`config.mk`:
```
export PLATFORM = sky130hd
export DESIGN_NAME = uncore_top
export DESIGN_NICKNAME = d
export VERILOG_FILES = /design/src/hdl/uncore_pkg.sv /design/src/hdl/req_queue.sv /design/src/hdl/mem_port.sv /design/src/hdl/flush_sequencer.sv /design/src/hdl/uncore_top.sv
export SDC_FILE = /design/constraint.sdc
export NUM_CORES = 2
export LEC_CHECK = 0
export BUFFER_PORTS_ARGS = -buffer_cell sky130_fd_sc_hd__buf_2
export CAP_MARGIN = 25
export CORE_AREA = 2 2 492 494
export CTS_CLUSTER_DIAMETER = 80
export DETAILED_ROUTE_END_ITERATION = 12
export DIE_AREA = 0 0 494 496
export PLACE_DENSITY_LB_ADDON = 0.2
export REMOVE_ABC_BUFFERS = 1
export SETUP_SLACK_MARGIN = 0.3
export SKIP_CTS_REPAIR_TIMING = 1
export SYNTH_ARGS = -nofsm -noshare
export SYNTH_HDL_FRONTEND = slang
export SYNTH_SLANG_ARGS = --single-unit
```
`constraint.sdc`:
```
create_clock -name clk -period 20.5 [get_ports clk]
set_input_delay 5.125 -clock clk [delete_from_list [all_inputs] [get_ports clk]]
set_output_delay 5.125 -clock clk [all_outputs]
set_load 0.05 [all_outputs]
```
`src/hdl/uncore_pkg.sv`:
```
`default_nettype none

package uncore_pkg;

   // physical side of the memory port
   localparam int PA_WIDTH = 32;
   localparam int LG_L2_REQ_TAGS = 3;
   localparam int L2_CL_BITS = 128;
   localparam int OPCODE_WIDTH = 4;

   // one spare slot bit over the tag space
   localparam int LG_REQ_Q_DEPTH = LG_L2_REQ_TAGS + 1;

   // console byte buffer
   localparam int LG_PUTCHAR_DEPTH = 4;

   // room to count past a full queue
   localparam int INFLIGHT_WIDTH = LG_REQ_Q_DEPTH + 1;

   // one outbound request to memory
   typedef struct packed {
      logic [PA_WIDTH-1:0]       addr;
      logic [LG_L2_REQ_TAGS-1:0] tag;
      logic [L2_CL_BITS-1:0]     store_data;
      logic [OPCODE_WIDTH-1:0]   opcode;
   } mem_req_t;

   typedef logic [7:0] char_t;

   // GOT_L1D means the L1D side is finished and L1I is still pending,
   // GOT_L1I is the reverse
   typedef enum logic [2:0] {
      FLUSH_IDLE       = 3'd0,
      WAIT_FOR_L1D_L1I = 3'd1,
      GOT_L1D          = 3'd2,
      GOT_L1I          = 3'd3,
      FLUSH_L2         = 3'd4
   } flush_state_t;

endpackage : uncore_pkg

`default_nettype wire

```
`src/hdl/req_queue.sv`:
```
`timescale 1ns/10ps
`default_nettype none

module req_queue
#(
   parameter type payload_t = logic [7:0],
   parameter int LG_DEPTH = 4
)
(
   input  logic     clk,
   input  logic     reset,
   input  payload_t in_data,
   input  logic     in_valid,
   output logic     in_ready,
   output payload_t out_data,
   output logic     out_valid,
   input  logic     pop
);

   payload_t entries [0:(1 << LG_DEPTH)-1];

   // extra msb tells a full ring from an empty one
   logic [LG_DEPTH:0] head_ptr;
   logic [LG_DEPTH:0] tail_ptr;
   logic              empty;
   logic              full;
   logic              push;
   logic              do_pop;

   assign empty = (head_ptr == tail_ptr);
   // same slot on a different lap
   assign full = (head_ptr[LG_DEPTH] != tail_ptr[LG_DEPTH]) &&
                 (head_ptr[LG_DEPTH-1:0] == tail_ptr[LG_DEPTH-1:0]);

   assign in_ready  = !full;
   assign out_valid = !empty;
   assign out_data  = entries[head_ptr[LG_DEPTH-1:0]];

   assign push   = in_valid && !full;
   assign do_pop = pop && !empty;

   always_ff @(posedge clk)
   begin
      if (reset)
      begin
         head_ptr <= '0;
         tail_ptr <= '0;
      end
      else
      begin
         if (push)
         begin
            tail_ptr <= tail_ptr + (LG_DEPTH+1)'(1);
         end
         if (do_pop)
         begin
            head_ptr <= head_ptr + (LG_DEPTH+1)'(1);
         end
      end
   end

   always_ff @(posedge clk)
   begin
      if (push)
      begin
         entries[tail_ptr[LG_DEPTH-1:0]] <= in_data;
      end
   end

   // consumer only pops what it can see
   assert property (@(posedge clk) disable iff (reset) pop |-> out_valid)
      else $error("req_queue: pop while empty");

   // head entry holds until it is taken
   assert property (@(posedge clk) disable iff (reset)
                    (out_valid && !pop) |=> $stable(out_data))
      else $error("req_queue: head changed without pop");

endmodule : req_queue

`default_nettype wire

```
`src/hdl/mem_port.sv`:
```
`timescale 1ns/10ps
`default_nettype none

module mem_port
(
   input  logic                                 clk,
   input  logic                                 reset,

   // request side from the L2
   input  uncore_pkg::mem_req_t                 l2_req,
   input  logic                                 l2_req_valid,
   output logic                                 l2_req_ready,

   // external memory
   output uncore_pkg::mem_req_t                 mem_req,
   output logic                                 mem_req_valid,
   input  logic                                 mem_req_gnt,
   input  logic                                 mem_rsp_valid,

   output logic [uncore_pkg::INFLIGHT_WIDTH-1:0] inflight
);

   import uncore_pkg::*;

   logic req_accept;

   assign req_accept = l2_req_valid && l2_req_ready;

   // grant takes the head of the in-order queue toward memory
   req_queue
   #(
      .payload_t (mem_req_t),
      .LG_DEPTH  (LG_REQ_Q_DEPTH)
   )
   u_req_q
   (
      .clk       (clk),
      .reset     (reset),
      .in_data   (l2_req),
      .in_valid  (l2_req_valid),
      .in_ready  (l2_req_ready),
      .out_data  (mem_req),
      .out_valid (mem_req_valid),
      .pop       (mem_req_gnt)
   );

   // counts from acceptance, not from grant
   always_ff @(posedge clk)
   begin
      if (reset)
      begin
         inflight <= '0;
      end
      else if (req_accept && !mem_rsp_valid)
      begin
         inflight <= inflight + INFLIGHT_WIDTH'(1);
      end
      else if (!req_accept && mem_rsp_valid)
      begin
         inflight <= inflight - INFLIGHT_WIDTH'(1);
      end
   end

   // memory never answers a request it was not given
   assert property (@(posedge clk) disable iff (reset)
                    mem_rsp_valid |-> (inflight != '0))
      else $error("mem_port: response with nothing outstanding");

endmodule : mem_port

`default_nettype wire

```
`src/hdl/flush_sequencer.sv`:
```
`timescale 1ns/10ps
`default_nettype none

module flush_sequencer
(
   input  logic clk,
   input  logic reset,
   input  logic flush_req_l1i,
   input  logic flush_req_l1d,
   input  logic l1i_flush_complete,
   input  logic l1d_flush_complete,
   input  logic l2_flush_complete,
   output logic l2_flush_req,
   output logic in_flush_mode
);

   import uncore_pkg::*;

   flush_state_t state;
   flush_state_t state_nxt;
   logic         mode_nxt;
   logic         l2_req_nxt;
   logic         l1d_done;
   logic         l1i_done;

   // done now or seen earlier
   assign l1d_done = l1d_flush_complete || (state == GOT_L1D);
   assign l1i_done = l1i_flush_complete || (state == GOT_L1I);

   always_comb
   begin
      state_nxt  = state;
      mode_nxt   = in_flush_mode;
      l2_req_nxt = 1'b0;

      case (state)
         FLUSH_IDLE:
         begin
            if (flush_req_l1i && flush_req_l1d)
            begin
               state_nxt = WAIT_FOR_L1D_L1I;
               mode_nxt  = 1'b1;
            end
            // a cache not asked to flush counts as finished
            else if (flush_req_l1i)
            begin
               state_nxt = GOT_L1D;
               mode_nxt  = 1'b1;
            end
            else if (flush_req_l1d)
            begin
               state_nxt = GOT_L1I;
               mode_nxt  = 1'b1;
            end
         end
         WAIT_FOR_L1D_L1I, GOT_L1D, GOT_L1I:
         begin
            if (l1d_done && l1i_done)
            begin
               state_nxt  = FLUSH_L2;
               l2_req_nxt = 1'b1;
            end
            else if (l1d_done)
            begin
               state_nxt = GOT_L1D;
            end
            else if (l1i_done)
            begin
               state_nxt = GOT_L1I;
            end
         end
         FLUSH_L2:
         begin
            if (l2_flush_complete)
            begin
               state_nxt = FLUSH_IDLE;
               mode_nxt  = 1'b0;
            end
         end
         default:
         begin
            state_nxt = FLUSH_IDLE;
            mode_nxt  = 1'b0;
         end
      endcase
   end

   always_ff @(posedge clk)
   begin
      if (reset)
      begin
         state         <= FLUSH_IDLE;
         in_flush_mode <= 1'b0;
         l2_flush_req  <= 1'b0;
      end
      else
      begin
         state         <= state_nxt;
         in_flush_mode <= mode_nxt;
         l2_flush_req  <= l2_req_nxt;
      end
   end

   // L2 is only ever asked from inside a flush
   assert property (@(posedge clk) disable iff (reset) l2_flush_req |-> in_flush_mode)
      else $error("flush_sequencer: L2 flush outside flush mode");

endmodule : flush_sequencer

`default_nettype wire

```
`src/hdl/uncore_top.sv`:
```
`timescale 1ns/10ps
`default_nettype none

module uncore_top
(
   input  logic                                 clk,
   input  logic                                 reset,

   // requests from the L2 side
   input  uncore_pkg::mem_req_t                 l2_req,
   input  logic                                 l2_req_valid,
   output logic                                 l2_req_ready,

   // memory port
   output uncore_pkg::mem_req_t                 mem_req,
   output logic                                 mem_req_valid,
   input  logic                                 mem_req_gnt,
   input  logic                                 mem_rsp_valid,
   output logic [uncore_pkg::INFLIGHT_WIDTH-1:0] inflight,

   // flush handshake
   input  logic                                 flush_req_l1i,
   input  logic                                 flush_req_l1d,
   input  logic                                 l1i_flush_complete,
   input  logic                                 l1d_flush_complete,
   output logic                                 l2_flush_req,
   input  logic                                 l2_flush_complete,
   output logic                                 in_flush_mode,

   // console bytes
   input  uncore_pkg::char_t                    char_in,
   input  logic                                 char_valid,
   output logic                                 char_ready,
   output uncore_pkg::char_t                    putchar_fifo_out,
   output logic                                 putchar_fifo_empty,
   input  logic                                 putchar_fifo_pop
);

   import uncore_pkg::*;

   logic putchar_fifo_valid;

   assign putchar_fifo_empty = !putchar_fifo_valid;

   mem_port u_mem_port
   (
      .clk           (clk),
      .reset         (reset),
      .l2_req        (l2_req),
      .l2_req_valid  (l2_req_valid),
      .l2_req_ready  (l2_req_ready),
      .mem_req       (mem_req),
      .mem_req_valid (mem_req_valid),
      .mem_req_gnt   (mem_req_gnt),
      .mem_rsp_valid (mem_rsp_valid),
      .inflight      (inflight)
   );

   flush_sequencer u_flush_seq
   (
      .clk                (clk),
      .reset              (reset),
      .flush_req_l1i      (flush_req_l1i),
      .flush_req_l1d      (flush_req_l1d),
      .l1i_flush_complete (l1i_flush_complete),
      .l1d_flush_complete (l1d_flush_complete),
      .l2_flush_complete  (l2_flush_complete),
      .l2_flush_req       (l2_flush_req),
      .in_flush_mode      (in_flush_mode)
   );

   req_queue
   #(
      .payload_t (char_t),
      .LG_DEPTH  (LG_PUTCHAR_DEPTH)
   )
   u_putchar_q
   (
      .clk       (clk),
      .reset     (reset),
      .in_data   (char_in),
      .in_valid  (char_valid),
      .in_ready  (char_ready),
      .out_data  (putchar_fifo_out),
      .out_valid (putchar_fifo_valid),
      .pop       (putchar_fifo_pop)
   );

endmodule : uncore_top

`default_nettype wire

```
==> metrics.cfg <==
[worst_setup_path]
crit_path_end_kind=output port
crit_required_ps=15380
cpMostUsedCell=buf_4
worstPathArrival_ps=5780
path_max_fanout=64
r2r-start=u_mem_port.u_req_q.tail_ptr[2]$_SDFFE_PP0P_
start_kind=register
cpPeakStageDelay_ps=960
critical_path_class=register to output port
slowest_stage=dfxtp_4
worstPathCellList=buf_4 > buf_4 > buf_4 > mux4_2 > nor2b_1 > a211oi_1 > a21oi_1 > buf_2

[detailed_routing]
drt-initial-drc-count=4380
viasPerCell=5.79
drc=0
antenna_left=0
num_vias=48200
drt-total-wl_um=247000
drt-pass1-iter-count=7
post_drt_wl_per_cell_um=29.7

[timing]
post-route-min-period_ps=10900
fin_ws_ps=9600
hold_viol=0
setup_violations=0
rsz0062_at_grt=false
slew_headroom_pct=29.1
slew_viol_final=0
setup_tns_ps=0
finalClockSkew_ps=88.1
tightest_slew_ps=1060
post-route-period-util_pct=53.2
max_freq_mhz=91.7

[global_route]
grt_max_degree=106
grt_pass1_vias=49600
globalRouteTotalUtil_pct=20.1
grt.overflow.total=0
grt_pass1_wl_um=355000
antenna_found_initial=61

[finish]
design_area_um2=123000
area_delta_synth_final_pct=14.4
nNetsFinal=5110
drive_gt1_share_pct=33.2

[floorplanning]
ioPinCount=373
die_y_um=496
initial_core_util_pct=44.9
die_area_um2=245000
placementRows=180
coreArea_um2=240000
die_w_um=494

[synth]
synth_area_per_cell_um2=24.7
synthesis.area_um2=108000
ys_seq_area_share_pct=78.9
synthCells=4360
synth_warnings=0
synth_cell_types=35
synth_seq_cells=2838

[clocking]
cts-htree-levels=5
cts_buffers=318
cts_tree=built
clk_latency_ps=940
clkSinkCount=2838
clk_pin_slew_ps=60
cts-root-buf=clkbuf_16
clockBufferDepth=4

[job]
drv_cap=0

[place]
hpwl_um=121000
placed_area_um2=113000
preCtsSetupSlack_ps=10470
place.gp.congestion=0.729
io_buffers=372

[pwr]
power_mw=13.7
p_per_area_nw_per_um2=112
ir_worst_vdd_v=0.0000833
p_leak_nw=37.7

[outcome]
status=finished, final reports clean

[min_path]
min-delay-start=u_flush_seq.in_flush_mode$_SDFFE_PP0P_
holdCritPathClass=register to register

==> area by class of cell <==
class | count | area [µm²]
fillers | 18700 | 117000
flip-flops and latches | 2838 | 84900
multi-input cells | 1278 | 21500
clock buffers | 380 | 8280
well taps | 3185 | 3990
repair buffers | 460 | 2750
clock inverters | 157 | 1550
inverters | 11 | 41.3
diodes | 14 | 35.0
==> state kept, by name, indices dropped and copies added, names as in the netlist, named ones only <==
name	cells
u_mem_port.u_req_q.entries	2672
u_flush_seq.state	3
u_mem_port.u_req_q.tail_ptr	5
u_flush_seq.l2_flush_req	1
u_putchar_q.head_ptr	5
u_putchar_q.tail_ptr	5
u_mem_port.u_req_q.head_ptr	5
u_putchar_q.entries	128
u_flush_seq.in_flush_mode	1
u_mem_port.inflight	5
==> cell families (layout without fill, tap and decap cells) <==
| group | Yosys count | in the layout | synth area share, % |
|---|---|---|---|
| DFF | 2838 | 2838 | 78.9 |
| muxes | 882 | 882 | 17.6 |
| buffers and inverters | 244 | 1008 | 1.17 |
| and+or+nand+nor | 175 | 175 | 0.908 |
| AOI/OAI and AO/OA | 174 | 174 | 1.01 |
| xor gates and xnor gates | 31 | 31 | 0.253 |
| adders and majority gates | 16 | 16 | 0.193 |
| other | 0 | 14 | 0 |
==> layout by cell type (no fill, tap or decap), drive strengths merged, types with 9 or more instances in the layout <==
master,instances
mux4,803
inv,23
buf,460
and3,26
clkinv,108
bufinv,30
a21oi,87
clkbuf,380
mux2i,78
a211oi,73
nor2b,82
xnor2,20
nor2,36
nand2,9
edfxtp,2800
diode,14
ha,15
dfxtp,38
xor2,11
==> final timing paths <==
kind,slack [ps],endpoint,cells past startpoint
hold / removal,470,u_flush_seq.in_flush_mode$_SDFFE_PP0P_,2
setup reg to reg,15960,u_mem_port.u_req_q.entries[8][75]$_DFFE_PP_,8
hold reg to reg,470,u_flush_seq.in_flush_mode$_SDFFE_PP0P_,2
setup / recovery,9600,mem_req[155],8
==> synthesized netlist by cell type (all sizes together) <==
master	n	area (µm²)
a211oi	73	548
a21boi	3	26.3
a21o	1	7.51
a21oi	87	435
and2	2	12.5
and3	26	163
and4	2	17.5
buf	124	808
clkbuf	109	409
dfxtp	38	761
edfxtp	2800	84100
fa	1	20.0
ha	15	188
inv	11	41.3
mux2	1	11.3
mux2i	78	781
mux4	803	18100
nand2	9	33.8
nand3	4	20.0
nand4	6	37.5
nor2	36	135
nor2b	82	513
nor3	7	35.0
nor4b	1	8.76
o211ai	5	37.5
o21a	1	7.51
o21ai	3	15.0
o22ai	1	6.26
xnor2	20	175
xor2	11	96.3
==> worst max-delay path, delay by kind of cell (launching register included) <==
kind / cells / cell delay, ps
buffers and inverters: 4 / 2850
DFF: 1 / 960
AOI/OAI and AO/OA: 2 / 500
muxes: 1 / 330
and+or+nand+nor: 1 / 130
==> stage by stage <==
step	instances	hold WS, ps	util (%)
6_report	8323	466	51.3
2_1_floorplan	4127	445	-
5_1_grt	8315	493	51.3
4_1_cts	8308	468	51.3
3_5_place_dp	7771	461	47.2
3_3_place_gp	7769	468	47.2
==> per-layer routing <==
metal  global-route usage [%]  wire length [µm]  part of all wire, %  up-vias
li1                         -                 -                    -    20000
met1                     28.4            106000                   43    26300
met2                     31.7            119000                   48     1442
met3                     4.43             16300                  6.6      450
met4                     5.45              6030                  2.4       48
met5                        0               294                 0.12        -
==> report_power, final <==
part	internal (mW)	switching, mW	leakage [nW]
Clock	3.24	2.18	4.80
Combinational	0.743	1.07	7.27
Sequential	6.46	0.0363	25.6
Total	10.4	3.28	37.7
Power figures use the tool's default switching activity.
